$ cat src/hw/jsp_pkg.sv
/*
  JTAG serial port shared definitions
  Byte and count widths, bit index limits and the FSM state
  encodings used by the write and read controllers
*/

`default_nettype none

package jsp_pkg;

  ////////////////////////////////
  // Widths and counts
  ////////////////////////////////

  localparam int JSP_BYTE_W    = 8;                   // Serial byte
  localparam int JSP_NIBBLE_W  = 4;                   // Each count field
  localparam int JSP_BIT_MAX   = 7;                   // Index of last bit in a byte
  localparam int JSP_BIT_CNT_W = $clog2(JSP_BYTE_W);  // Bit counter width
  localparam int JSP_DR_W      = 7;                   // Upper data register bits seen by the top

  // Write path waits for a start bit after capture when set
  // Needed when other devices sit in the same JTAG chain
  localparam logic JSP_MULTI_CHAIN = 1'b1;

  ////////////////////////////////
  // FSM states
  ////////////////////////////////

  // Host to bus direction
  typedef enum logic [1:0] {
    WR_IDLE   = 2'h0,  // No scan in progress
    WR_WAIT   = 2'h1,  // Waiting for the start bit
    WR_COUNTS = 2'h2,  // Count frame from host
    WR_XFER   = 2'h3   // Data bytes to bus
  } jsp_wr_state_e;

  // Bus to host direction
  typedef enum logic [1:0] {
    RD_IDLE   = 2'h0,  // No scan in progress
    RD_COUNTS = 2'h1,  // Status byte going out
    RD_RDACK  = 2'h2,  // First bit of a data byte, pop happens here
    RD_XFER   = 2'h3   // Remaining bits of the data byte
  } jsp_rd_state_e;

endpackage

`default_nettype wire

$ cat src/hw/jsp_tap_if.sv
/*
  TAP state bundle for the serial port controllers
  Carries the DR capture, shift and update levels plus
  module select and TDI from the top to both FSMs
*/

`default_nettype none

interface jsp_tap_if;

  logic capture_dr;     // TAP in Capture-DR
  logic shift_dr;       // TAP in Shift-DR
  logic update_dr;      // TAP in Update-DR
  logic module_select;  // This module addressed by the debug unit
  logic tdi;            // Serial data from host

  // Both controllers only observe the TAP
  modport controller (
    input capture_dr,
    input shift_dr,
    input update_dr,
    input module_select,
    input tdi
  );

endinterface

`default_nettype wire

$ cat src/hw/jsp_write_ctrl.sv
/*
  JTAG serial port write controller
  Waits for the start bit, takes the host count frame and then
  hands each complete data byte to the bus side with a strobe,
  limited by host count and bus free space
*/

`default_nettype none

module jsp_write_ctrl
  import jsp_pkg::*;
(
  input  logic                    tck_i,
  input  logic                    rst_i,
  jsp_tap_if.controller           tap,
  input  logic [JSP_DR_W-1:0]     dr_i,        // Previous seven TDI bits
  input  logic [JSP_NIBBLE_W-1:0] bus_free_i,
  output logic [JSP_BYTE_W-1:0]   bus_wdata_o,
  output logic                    bus_wr_strobe_o
);

  jsp_wr_state_e             wr_state;
  jsp_wr_state_e             wr_state_nxt;
  logic [JSP_BIT_CNT_W-1:0]  bit_cnt;     // Bits taken in the current byte
  logic [JSP_NIBBLE_W-1:0]   space_cnt;   // Bus space left for this scan
  logic [JSP_NIBBLE_W-1:0]   host_cnt;    // Bytes the host still intends to send
  logic [JSP_NIBBLE_W-1:0]   host_cnt_in; // Upper nibble of the count frame
  logic                      bit_last;
  logic                      bit_clr;
  logic                      bit_inc;
  logic                      space_ld;
  logic                      host_ld;

  assign bit_last    = (bit_cnt == JSP_BIT_CNT_W'(JSP_BIT_MAX));
  assign host_cnt_in = {tap.tdi, dr_i[JSP_DR_W-1 -: JSP_NIBBLE_W-1]};
  assign bus_wdata_o = {tap.tdi, dr_i};  // Eighth bit still on TDI

  ////////////////////////////////
  // FSM
  ////////////////////////////////

  always_ff @(posedge tck_i or posedge rst_i) begin
    if (rst_i) begin
      wr_state <= WR_IDLE;
    end else begin
      wr_state <= wr_state_nxt;
    end
  end

  always_comb begin
    wr_state_nxt = wr_state;
    case (wr_state)
      WR_IDLE: begin
        if (tap.capture_dr && tap.module_select) begin
          wr_state_nxt = JSP_MULTI_CHAIN ? WR_WAIT : WR_COUNTS;
        end
      end
      WR_WAIT: begin
        if (tap.update_dr) wr_state_nxt = WR_IDLE;
        else if (tap.shift_dr && tap.tdi) wr_state_nxt = WR_COUNTS;  // Start bit
      end
      WR_COUNTS: begin
        if (tap.update_dr) wr_state_nxt = WR_IDLE;
        else if (tap.shift_dr && bit_last) wr_state_nxt = WR_XFER;
      end
      default: begin  // WR_XFER stays until update
        if (tap.update_dr) wr_state_nxt = WR_IDLE;
      end
    endcase
  end

  // Counter controls and strobe, all zero outside shift cycles
  always_comb begin
    bit_clr         = 1'b0;
    bit_inc         = 1'b0;
    space_ld        = 1'b0;
    host_ld         = 1'b0;
    bus_wr_strobe_o = 1'b0;
    case (wr_state)
      WR_IDLE: begin
        if (wr_state_nxt != WR_IDLE) begin
          bit_clr  = 1'b1;
          space_ld = 1'b1;  // Free space as seen at capture
        end
      end
      WR_COUNTS: begin
        if (tap.shift_dr) begin
          bit_inc = 1'b1;
          bit_clr = bit_last;
          host_ld = bit_last;
        end
      end
      WR_XFER: begin
        if (tap.shift_dr) begin
          bit_inc = 1'b1;
          bit_clr = bit_last;
          // Byte complete, pass it on if both counts allow
          bus_wr_strobe_o = bit_last && (space_cnt != '0) && (host_cnt != '0);
        end
      end
      default: ;  // WR_WAIT holds everything
    endcase
  end

  ////////////////////////////////
  // Counters
  ////////////////////////////////

  always_ff @(posedge tck_i or posedge rst_i) begin
    if (rst_i) begin
      bit_cnt   <= '0;
      space_cnt <= '0;
      host_cnt  <= '0;
    end else begin
      if (bit_clr) bit_cnt <= '0;
      else if (bit_inc) bit_cnt <= bit_cnt + JSP_BIT_CNT_W'(1);

      if (space_ld) space_cnt <= bus_free_i;
      else if (bus_wr_strobe_o) space_cnt <= space_cnt - JSP_NIBBLE_W'(1);

      if (host_ld) host_cnt <= host_cnt_in;
      else if (bus_wr_strobe_o) host_cnt <= host_cnt - JSP_NIBBLE_W'(1);
    end
  end

  // Strobe only on a real shift, and it always closes a byte
  a_wr_strobe_shift: assert property (@(posedge tck_i) disable iff (rst_i)
    bus_wr_strobe_o |-> tap.shift_dr ##1 (bit_cnt == '0));

  a_wr_state_known: assert property (@(posedge tck_i) disable iff (rst_i)
    !$isunknown(wr_state));

endmodule

`default_nettype wire

$ cat src/hw/jsp_read_ctrl.sv
/*
  JTAG serial port read controller
  Shifts out the status byte after capture, then streams the
  bytes waiting on the bus side LSB first, popping each one
  during its first bit
*/

`default_nettype none

module jsp_read_ctrl
  import jsp_pkg::*;
(
  input  logic                    tck_i,
  input  logic                    rst_i,
  jsp_tap_if.controller           tap,
  input  logic [JSP_BYTE_W-1:0]   bus_rdata_i,   // Head of the bus to host queue
  input  logic [JSP_NIBBLE_W-1:0] bus_avail_i,
  input  logic [JSP_NIBBLE_W-1:0] bus_free_i,
  output logic                    bus_rd_strobe_o,
  output logic                    tdo_o
);

  jsp_rd_state_e             rd_state;
  jsp_rd_state_e             rd_state_nxt;
  logic [JSP_BIT_CNT_W-1:0]  bit_cnt;     // Bits sent of the current byte
  logic [JSP_NIBBLE_W-1:0]   avail_cnt;   // Bytes left to send this scan
  logic [JSP_BYTE_W-1:0]     tdo_sreg;    // Parallel load, shift right
  logic                      bit_last;
  logic                      avail_nz;
  logic                      bit_clr;
  logic                      bit_inc;
  logic                      avail_ld;
  logic                      avail_dec;
  logic                      ld_status;
  logic                      ld_data;
  logic                      shift_en;

  assign bit_last = (bit_cnt == JSP_BIT_CNT_W'(JSP_BIT_MAX));
  assign avail_nz = (avail_cnt != '0);
  assign tdo_o    = tdo_sreg[0];

  ////////////////////////////////
  // FSM
  ////////////////////////////////

  always_ff @(posedge tck_i or posedge rst_i) begin
    if (rst_i) begin
      rd_state <= RD_IDLE;
    end else begin
      rd_state <= rd_state_nxt;
    end
  end

  // No start bit on this side, data leaves right after capture
  always_comb begin
    rd_state_nxt = rd_state;
    case (rd_state)
      RD_IDLE: begin
        if (tap.capture_dr && tap.module_select) rd_state_nxt = RD_COUNTS;
      end
      RD_COUNTS: begin
        if (tap.update_dr) rd_state_nxt = RD_IDLE;
        else if (tap.shift_dr && bit_last) rd_state_nxt = RD_RDACK;
      end
      RD_RDACK: begin
        if (tap.update_dr) rd_state_nxt = RD_IDLE;
        else if (tap.shift_dr) rd_state_nxt = RD_XFER;
      end
      default: begin  // RD_XFER
        if (tap.update_dr) rd_state_nxt = RD_IDLE;
        else if (tap.shift_dr && bit_last) rd_state_nxt = RD_RDACK;
      end
    endcase
  end

  always_comb begin
    bit_clr         = 1'b0;
    bit_inc         = 1'b0;
    avail_ld        = 1'b0;
    avail_dec       = 1'b0;
    ld_status       = 1'b0;
    ld_data         = 1'b0;
    shift_en        = 1'b0;
    bus_rd_strobe_o = 1'b0;
    case (rd_state)
      RD_IDLE: begin
        if (rd_state_nxt != RD_IDLE) begin
          bit_clr   = 1'b1;
          avail_ld  = 1'b1;
          ld_status = 1'b1;  // Avail and free as seen at capture
        end
      end
      RD_COUNTS: begin
        if (tap.shift_dr) begin
          bit_inc  = 1'b1;
          bit_clr  = bit_last;
          ld_data  = bit_last && avail_nz;  // First byte, popped in RD_RDACK
          shift_en = !ld_data;
        end
      end
      RD_RDACK: begin
        if (tap.shift_dr) begin
          bit_inc         = 1'b1;
          shift_en        = 1'b1;
          bus_rd_strobe_o = avail_nz;  // Byte now held in tdo_sreg
        end
      end
      default: begin  // RD_XFER
        if (tap.shift_dr) begin
          bit_inc   = 1'b1;
          bit_clr   = bit_last;
          ld_data   = bit_last && avail_nz;
          avail_dec = ld_data;
          shift_en  = !ld_data;
        end
      end
    endcase
  end

  ////////////////////////////////
  // Counters and shift register
  ////////////////////////////////

  always_ff @(posedge tck_i or posedge rst_i) begin
    if (rst_i) begin
      bit_cnt   <= '0;
      avail_cnt <= '0;
    end else begin
      if (bit_clr) bit_cnt <= '0;
      else if (bit_inc) bit_cnt <= bit_cnt + JSP_BIT_CNT_W'(1);

      if (avail_ld) avail_cnt <= bus_avail_i;
      else if (avail_dec) avail_cnt <= avail_cnt - JSP_NIBBLE_W'(1);
    end
  end

  always_ff @(posedge tck_i or posedge rst_i) begin
    if (rst_i) begin
      tdo_sreg <= '0;
    end else if (ld_status) begin
      tdo_sreg <= {bus_avail_i, bus_free_i};  // Status byte
    end else if (ld_data) begin
      tdo_sreg <= bus_rdata_i;
    end else if (shift_en) begin
      tdo_sreg <= {1'b0, tdo_sreg[JSP_BYTE_W-1:1]};  // LSB first
    end
  end

  // Pop only on the first bit of a byte, never twice in a row
  a_rd_strobe_ack: assert property (@(posedge tck_i) disable iff (rst_i)
    bus_rd_strobe_o |-> ((rd_state == RD_RDACK) && tap.shift_dr)
      ##1 (rd_state != RD_RDACK));

endmodule

`default_nettype wire

$ cat src/hw/jsp_top.sv
/*
  JTAG serial port data path top
  Puts the TAP levels on a shared bundle and runs the write
  and read controllers side by side on TCK
*/

`default_nettype none

module jsp_top
  import jsp_pkg::*;
(
  input  logic                    tck_i,
  input  logic                    rst_i,

  // TAP state and serial data
  input  logic                    capture_dr_i,
  input  logic                    shift_dr_i,
  input  logic                    update_dr_i,
  input  logic                    module_select_i,
  input  logic                    tdi_i,
  input  logic [JSP_DR_W-1:0]     data_register_i,  // Upper DR bits
  output logic                    module_tdo_o,

  // Bus side
  input  logic [JSP_BYTE_W-1:0]   bus_rdata_i,
  input  logic [JSP_NIBBLE_W-1:0] bus_avail_i,
  input  logic [JSP_NIBBLE_W-1:0] bus_free_i,
  output logic [JSP_BYTE_W-1:0]   bus_wdata_o,
  output logic                    bus_wr_strobe_o,
  output logic                    bus_rd_strobe_o
);

  jsp_tap_if u_tap ();

  // TAP levels shared by both directions
  assign u_tap.capture_dr    = capture_dr_i;
  assign u_tap.shift_dr      = shift_dr_i;
  assign u_tap.update_dr     = update_dr_i;
  assign u_tap.module_select = module_select_i;
  assign u_tap.tdi           = tdi_i;

  // Host to bus
  jsp_write_ctrl u_write_ctrl (
    .tck_i           (tck_i),
    .rst_i           (rst_i),
    .tap             (u_tap),
    .dr_i            (data_register_i),
    .bus_free_i      (bus_free_i),
    .bus_wdata_o     (bus_wdata_o),
    .bus_wr_strobe_o (bus_wr_strobe_o)
  );

  // Bus to host
  jsp_read_ctrl u_read_ctrl (
    .tck_i           (tck_i),
    .rst_i           (rst_i),
    .tap             (u_tap),
    .bus_rdata_i     (bus_rdata_i),
    .bus_avail_i     (bus_avail_i),
    .bus_free_i      (bus_free_i),
    .bus_rd_strobe_o (bus_rd_strobe_o),
    .tdo_o           (module_tdo_o)
  );

endmodule

`default_nettype wire

$ cat config.mk
export PLATFORM = sky130hd
export DESIGN_NAME = jsp_top
export DESIGN_NICKNAME = d
export VERILOG_FILES = /design/src/hw/jsp_pkg.sv /design/src/hw/jsp_tap_if.sv /design/src/hw/jsp_write_ctrl.sv /design/src/hw/jsp_read_ctrl.sv /design/src/hw/jsp_top.sv
export SDC_FILE = /design/constraint.sdc
export NUM_CORES = 1
export LEC_CHECK = 0
export ABC_AREA = 1
export BUFFER_PORTS_ARGS = -buffer_cell sky130_fd_sc_hd__buf_2
export CORE_ASPECT_RATIO = 1.75
export CORE_MARGIN = 8
export CORE_UTILIZATION = 57
export CTS_CLUSTER_DIAMETER = 120
export DETAILED_ROUTE_END_ITERATION = 10
export PLACE_DENSITY = 0.85
export SLEW_MARGIN = 10
export SYNTH_ARGS = -nofsm -noshare
export SYNTH_HDL_FRONTEND = slang
export SYNTH_SLANG_ARGS = --single-unit
$ cat constraint.sdc
create_clock -name tck_i -period 4.45 [get_ports tck_i]
set_input_delay 1.1125 -clock tck_i [delete_from_list [all_inputs] [get_ports tck_i]]
set_output_delay 1.1125 -clock tck_i [all_outputs]
set_load 0.01 [all_outputs]
Word-level counts from Yosys, hierarchy flattened
Cells that the tools add are included.
W data, S select, Z words.
Storage, ports and cells
  output and inout port bits: 11
  flip-flop bits (word level): 30
  logic and storage cells: 91
Operators by class
  reduce and logical (&&, ||, !) cells: 24
  equal/unequal tests: 7
  multiplexer cells: 47
  add/sub/neg operators: 5
Operators by type and width (number)
  $mux W4: 6
  $mux W8: 3
  $mux W2: 11
  $mux W1: 18
  $reduce_bool A2 Y1: 7
  $mux W3: 4
  $reduce_bool A4 Y1: 3
  $sub A4 B1 Y4 const B: 3
  $logic_and A1 B1 Y1: 7
  $add A3 B1 Y3 const B: 2
  $eq A2 B2 Y1 const B: 3
  $eq A3 B3 Y1 const B: 2
  $pmux W1 S2: 3
  $pmux W2 S3: 1
  $eq A2 B1 Y1 const B: 2
  $logic_not A2 Y1: 2
  $pmux W2 S2: 1
  $reduce_or A2 Y1: 2
  $reduce_bool A3 Y1: 1
  $reduce_or A3 Y1: 1
  $logic_not A1 Y1: 1

Longest topological paths before layout
Gate-level depths: netlist (run 1).
  depth in word-level cells: 9
  gate-level depth with buffers: 11
  mapped depth without buffers: 11

By module
A second synthesis (run 1) with hierarchy kept.
Unflattened totals
  cells, all modules: 260
  area, all modules: 1991.9 um2
Modules (own cells, without submodules)
  jsp_read_ctrl: times used 1, cells an instance 143, sequential area each 425.4 um2, area each 1091.0 um2
  jsp_write_ctrl: times used 1, cells an instance 117, sequential area each 325.3 um2, area each 900.9 um2

Worst setup path before layout (run 1)
No wires, ideal clock.
  kind: input to output
  from: in shift_dr_i
  to: out bus_wr_strobe_o
  stages on the path: 5
  data arrival time: 1.661 ns
  setup slack: 1.676 ns
  cells stage by stage: buf_6 -> nand2_1 -> nor2_1 -> nand3_2 -> inv_1
Between the ends
  cells in the longest elaborated chain, start to end: 2
RTL lines
  start: declaration: line jsp_top.sv:17  | input logic shift_dr_i,
  $mux W1: line jsp_write_ctrl.sv:94  | if (tap.shift_dr) begin
  $mux W1: line jsp_write_ctrl.sv:79  | case (wr_state)
  end: declaration: line jsp_top.sv:29  | output logic bus_wr_strobe_o,
No other way between the ends.

Final worst setup path (run 1)
Ends and elaborated chain as after synthesis.

==> summary.txt, run 1 <==
Setup path
  – CP max stage delay: 170 ps
  – Worst setup EP type: output port
  – Slowest cell on crit path: buf_2
  – CP required: 3340 ps
  – Cell Chain, Critical Path: buf_2, nand2_1, nor2_1, nand3_2, inv_1, buf_2
  – Worst EP arrival: about 1900 ps
  – Peak fanout along the critical path: 8
  – Setup CP Type: input pin to output port
  – Most used cell, CP: buf_2
  – Startpoint class of the critical path: input pin

Clock network
  – CTS sink count: 30
  – Hold bufs inserted after CTS: 0
  – CTS tree: built
  – H-tree Lvls: 2
  – Register clock-pin slew on the reported worst setup and hold paths: 60 ps
  – Clk_lat worst skew: 280 ps
  – TritonCTS Buffers: 5
  – Setup bufs post-CTS: 0
  – Root Buffer: clkbuf_8
  – CTS Buffer Depth: 2
  – Post-CTS sizing: 0

Layout
  – Proportion of layout cells with a drive suffix above 1: between 20% and 30%
  – Antenna Diode Count: 0
  – Post-Route Utilization: roughly two thirds
  – Layout area overhead: 10.9%
  – Final nets: 304
  – Fillers: 292

Run
  – Max Cap Violations: 0

Logic synthesis
  – Predominant post-synthesis flop cell: dfrtp_1
  – Cell variety after synth: 27
  – Seq/Total Area, Yosys: slightly above 40%
  – Post-synthesis net count: 275
  – Mapped Area: 1840 sq um
  – Seq cells post-synth: 30
  – Synth async-reset ratio: 100%
  – Ys Warns: 0
  – Post-Syn Area per Cell: 7.74 sq um
  – Mapped Cells: 238
  – Number of synthesized flops with an enable pin: 0

Pwr
  – Final Power: between 700 and 800 uW
  – Clk network pwr share: 26.0%
  – P_int: 520 uW
  – Flop pwr share: about 46%
  – Comb power frac: 27.9%
  – Max VDD drop: 281 uV
  – LEAKAGE: 1.13 nW
  – Pwr per Cell Area: ~380 nW/um^2
  – Net switching power: 258 uW
  – Switching share of total power: 33.1%

Route
  – Via count: 1621
  – Drt total wl: roughly 4.0 mm
  – DR vias/cell: 5.23
  – Count of antenna-violating nets left after detailed routing: 0
  – Drt first pass iters: 4
  – Wire per inst: 12.8 um
  – Number of DRC markers in iteration 0: 46
  – # DRC: 0

GRT
  – Number of global-route vias before repair: between 1500 and 2000
  – Largest net degree at the start of global routing: 31
  – Grt total ovfl: 0
  – GRT Util Overall: 16.1%
  – First-pass GRT wire length: just under 7 mm
  – Initial antenna violation count: 0

Timing
  – Slew Limit Fails: 0
  – Final setup fails: 0
  – Final Critical Period: 3010 ps
  – Fin crit share: 67.7%
  – RSZ-0062 raised after global routing: no
  – TNS Setup: 0 ps
  – Worst-margin pin slew: 385 ps
  – Final worst-path setup slack: 1440 ps
  – Fmax: between 300 and 400 MHz
  – Hold Vio Cnt, Final: 0
  – Max-Slew Margin vs Limit: ~74%
  – Setup Skew: 1.97 ps

Die
  – Die Y: 91.2 um
  – Die area: 5380 sq um
  – Core Region: 3110 sq um
  – Chip width: approximately 59 um
  – FP Rows: 27
  – Starting Density: about three fifths
  – Ports: between 40 and 50

Min path
  – Worst Hold Class: flop to flop

Placement
  – Dpl hpwl: 3.06 mm
  – IO buf count: 32
  – Pre-CTS WS: 1430 ps
  – GPL Wtd Cong: approximately 0.86

Outcome
  – Status: finished clean
[path summary, 6_finish.rpt]
kind	slack, ps	startpoint	end	depth (start not counted)
worst max register to register	2820	u_read_ctrl.bit_cnt[1]	u_read_ctrl.tdo_sreg[0]	11
min in group asynchronous	910	rst_i	u_write_ctrl.space_cnt[3]	3
max in group asynchronous	3260	rst_i	u_read_ctrl.avail_cnt[3]	3
worst max-delay path	1440	shift_dr_i	bus_wr_strobe_o	6
worst min-delay path	480	u_write_ctrl.bit_cnt[0]	u_write_ctrl.bit_cnt[0]	1
worst min register to register	480	u_write_ctrl.bit_cnt[0]	u_write_ctrl.bit_cnt[0]	1
[layout make-up]
cell class                      count  area (sq um)  share of cell area (%)
Timing Repair Buffer               33           168                    8.21
Sequential cell                    30           751                    36.7
Clock buffer                        7          76.3                    3.74
Inverter                           29           109                    5.33
Multi-Input combinational cell    168           886                    43.4
Tap cell                           43          53.8                    2.63
[cell usage in the layout (no fill, tap or decap), types with 2 or more instances in the layout]
| cell | netlist | routed |
|---|---|---|
| o211ai_1 | 4 | 4 |
| nand4_1 | 2 | 2 |
| nand2_4 | 3 | 3 |
| nand3_2 | 3 | 3 |
| clkbuf_1 | 0 | 2 |
| ha_1 | 7 | 7 |
| a21oi_1 | 9 | 9 |
| xor2_1 | 3 | 3 |
| or2_2 | 3 | 3 |
| nand3_1 | 17 | 17 |
| a32o_1 | 2 | 2 |
| nand2_2 | 4 | 4 |
| nand3b_1 | 3 | 3 |
| nand2_1 | 69 | 69 |
| dfrtp_1 | 30 | 30 |
| clkbuf_8 | 1 | 5 |
| o21ai_1 | 3 | 3 |
| nor2_1 | 18 | 18 |
| buf_2 | 0 | 32 |
| inv_2 | 4 | 4 |
| inv_1 | 25 | 25 |
| xnor2_1 | 2 | 2 |
| o21ai_0 | 12 | 12 |
[cells by family after synthesis]
family | after synthesis | share of synthesized area [%]
AO/OA/AOI/OAI | 32 | 9.99
XOR/XNOR | 5 | 2.38
adder cells (fa/ha/maj) | 7 | 4.76
buffers and inverters | 40 | 11.1
flip-flops | 30 | 40.8
AND/OR/NAND/NOR | 124 | 31.0
[synthesized netlist by cell type, types with 2 or more instances]
master | instances | share of area, %
nand2_1 | 69 | 14
dfrtp_1 | 30 | 41
inv_1 | 25 | 5.1
nor2_1 | 18 | 3.7
nand3_1 | 17 | 4.6
o21ai_0 | 12 | 3.3
a21oi_1 | 9 | 2.4
buf_4 | 8 | 3.3
ha_1 | 7 | 4.8
inv_2 | 4 | 0.81
nand2_2 | 4 | 1.4
o211ai_1 | 4 | 1.6
nand2_4 | 3 | 1.8
nand3_2 | 3 | 1.6
nand3b_1 | 3 | 1.2
o21ai_1 | 3 | 0.81
or2_2 | 3 | 1.0
xor2_1 | 3 | 1.4
a32o_1 | 2 | 1.1
buf_6 | 2 | 1.2
nand4_1 | 2 | 0.68
xnor2_1 | 2 | 0.95
[sequential cells by signal, indices dropped and copies added, names as in the netlist]
register                flops
u_read_ctrl.rd_state        2
u_write_ctrl.space_cnt      4
u_read_ctrl.avail_cnt       4
u_read_ctrl.bit_cnt         3
u_write_ctrl.wr_state       2
u_read_ctrl.tdo_sreg        8
u_write_ctrl.host_cnt       4
u_write_ctrl.bit_cnt        3
[per-stage QoR]
stage	instance area, sq um	cells	hold WS (ps)
after global routing	2040	310	502
after CTS	2040	310	483
final	2040	310	480
after detailed placement	1970	303	468
after global placement	1970	303	459
after floorplan	1840	238	449
[per-layer routing]
layer / global-route usage, % / vias up / share of wire, %
met3: 5.23 / 7 / 6.1
met4: 7.23 / 0 / 1.9
met1: 15.8 / 757 / 41
met2: 29.1 / 45 / 51
met5: 0 / - / 0
li1: - / 812 / -
[critical path: cells and delay by family]
| family | cells | cell delay, ps |
|---|---|---|
| buf+inv | 3 | 430 |
| simple gates | 3 | 350 |
[power by group through the flow]
stage | clock, mW | sequential [mW] | combinational [mW]
3_5_place_dp | 0 | 0.363 | 0.217
6_report | 0.203 | 0.358 | 0.217
4_1_cts | 0.208 | 0.358 | 0.218
5_1_grt | 0.221 | 0.363 | 0.249
2_1_floorplan | 0 | 0.356 | 0.171
3_3_place_gp | 0 | 0.359 | 0.209
(Power assumes the default switching activity.)
==> inputs of run 2 (changes only) <==
--- a/config.mk
+++ b/config.mk
@@ -9,10 +9,10 @@
 export BUFFER_PORTS_ARGS = -buffer_cell sky130_fd_sc_hd__buf_2
 export CORE_ASPECT_RATIO = 1.75
 export CORE_MARGIN = 8
-export CORE_UTILIZATION = 57
+export CORE_UTILIZATION = 54
 export CTS_CLUSTER_DIAMETER = 120
 export DETAILED_ROUTE_END_ITERATION = 10
-export PLACE_DENSITY = 0.85
+export PLACE_DENSITY = 0.82
 export SLEW_MARGIN = 10
 export SYNTH_ARGS = -nofsm -noshare
 export SYNTH_HDL_FRONTEND = slang
==> constraint.sdc (replaced) <==
create_clock -name tck_i -period 3.03 [get_ports tck_i]
set_input_delay 0.7575 -clock tck_i [delete_from_list [all_inputs] [get_ports tck_i]]
set_output_delay 0.7575 -clock tck_i [all_outputs]
set_load 0.01 [all_outputs]
==> run 2 against run 1 <==
  * Clock power grew 62%
  * Die area grew 4.3%
  * First-iteration DRC count grew 6.5%
  * Critical path type is now flop to output port
  * Worst setup slack lost 780 ps
  * Hold slack lost 0.53 ps
  * Cell count grew 0.97%
  * Global-route usage is essentially flat
==> summary.txt, run 2 (synthesized netlist as in run 1, its figures left out) <==
Layout
  – Post-Route Utilization: 61.9%
  – Antenna Diode Count: 0
  – Proportion of layout cells with a drive suffix above 1: 21.6%
  – Final Cell Area: 2060 sq um
  – Layout Cells excl Fill: ~310
  – Commonest cells after routing, fill and taps aside: 69 x nand2_1, 32 x buf_2, 30 x dfrtp_1
  – Register area: 751 sq um
  – Footprint of the multi-input gates: a little under 900 sq um
  – Final nets: ~300
  – Commonest non-fill, non-tap cell in the layout: nand2_1
  – Fillers: 327
  – Largest Register: u_read_ctrl.tdo_sreg
  – Max reg flops: 8
  – Layout area overhead: 11.9%

Setup path
  – Worst setup EP type: output port
  – Worst r2r path cells: 9
  – Peak fanout along the critical path: 7
  – Worst path depth: 7
  – Setup crit start: u_write_ctrl.bit_cnt[0]
  – Startpoint class of the critical path: flop
  – Worst path buffer plus inverter count: 2
  – CP max stage delay: 370 ps
  – CP required: 2270 ps
  – Reg-to-reg endpoint: u_read_ctrl.tdo_sreg[5]
  – Slowest cell on crit path: dfrtp_1
  – RR Startpoint: u_read_ctrl.bit_cnt[0]
  – Flop2flop setup slack: 1400 ps
  – Cell Chain, Critical Path: ha_1, ha_1, nand2_1, nor2_1, nand3_2, inv_1, buf_2
  – Worst EP arrival: 1610 ps
  – Cell family with most CP delay: flip-flops
  – CP endpoint: bus_wr_strobe_o
  – Setup CP Type: flop to output port
  – Most used cell, CP: ha_1

Placement
  – GPL Wtd Cong: around 0.8
  – Cells after DPL: 305
  – Dpl hpwl: 3.09 mm
  – IO buf count: 32
  – Placed Area: roughly 2000 sq um

Route
  – Drt first pass iters: 4
  – Drt total wl: 3.99 mm
  – DR vias/cell: 5.09
  – Number of DRC markers in iteration 0: 49
  – Count of antenna-violating nets left after detailed routing: 0
  – Via count: 1593
  – # DRC: 0
  – Wire per inst: 12.7 um

Timing
  – Worst hold margin: approximately 480 ps
  – Final setup fails: 0
  – Fin crit share: about four fifths
  – Max-Slew Margin vs Limit: 74.7%
  – Setup Skew: 6.31 ps
  – TNS Setup: 0 ps
  – Fmax: between 400 and 500 MHz
  – Slew Limit Fails: 0
  – Worst-margin pin slew: 380 ps
  – RSZ-0062 raised after global routing: no
  – Final Critical Period: 2370 ps
  – Hold Vio Cnt, Final: 0

Outcome
  – Status: finished clean

Clock network
  – CTS sink count: 30
  – Setup bufs post-CTS: 0
  – Post-CTS sizing: 0
  – Clk_lat worst skew: ~280 ps
  – Hold bufs inserted after CTS: 0
  – H-tree Lvls: 2
  – Root Buffer: clkbuf_8
  – Register clock-pin slew on the reported worst setup and hold paths: 60 ps
  – CTS Buffer Depth: 2
  – CTS tree: built
  – TritonCTS Buffers: 5

Min path
  – Hold path start: u_write_ctrl.bit_cnt[0]
  – Worst Hold Class: flop to flop

Die
  – Die Y: 93.3 um
  – Ports: 41
  – Starting Density: roughly 55%
  – Chip width: about 60 um
  – Die area: 5610 sq um
  – FP Rows: 28
  – Core Region: 3330 sq um

GRT
  – First-pass GRT wire length: 7.04 mm
  – GRT Util Overall: 16.2%
  – Largest net degree at the start of global routing: 31
  – Initial antenna violation count: 0
  – Grt total ovfl: 0
  – Number of global-route vias before repair: 1667

Pwr
  – Max VDD drop: 473 uV
  – Pwr per Cell Area: 568 nW/um^2
  – LEAKAGE: 1.14 nW

Run
  – Max Cap Violations: 0
run 2: worst min-delay path by stage:
stage	endpoint	slack, ps	cells after the start
floorplan	u_read_ctrl.tdo_sreg[2]	450	2
CTS	u_read_ctrl.tdo_sreg[0]	480	2
global route	u_read_ctrl.tdo_sreg[0]	500	2
detailed placement	u_read_ctrl.tdo_sreg[0]	470	2
finish	u_write_ctrl.bit_cnt[0]	480	1
global placement	u_read_ctrl.tdo_sreg[0]	460	2
run 2: power breakdown:
part | internal, mW | switching (mW) | total, mW
combinational | 0.127 | 0.191 | 0.317
clock | 0.183 | 0.145 | 0.328
sequential | 0.480 | 0.0444 | 0.524
run 2: stage by stage:
step	power, mW	setup WS, ps
after floorplan	0.775	966
after global placement	0.834	757
final	1.17	658
after global routing	1.26	521
after CTS	1.19	625
after detailed placement	0.851	704
run 2: cell type report:
cell class / count / share of cell area (%)
inverters: 29 / 5.28
clock inverters: 1 / 0.243
repair buffers: 33 / 8.14
clock buffers: 7 / 4.19
flip-flops and latches: 30 / 36.4
well taps: 45 / 2.73
multi-input cells: 168 / 43.0
run 2: metal layers:
metal  wire length, um  track usage (%)
met3               236             3.85
met4                53             6.81
met2              2090             28.4
met1              1610             17.5
met5                 0                0
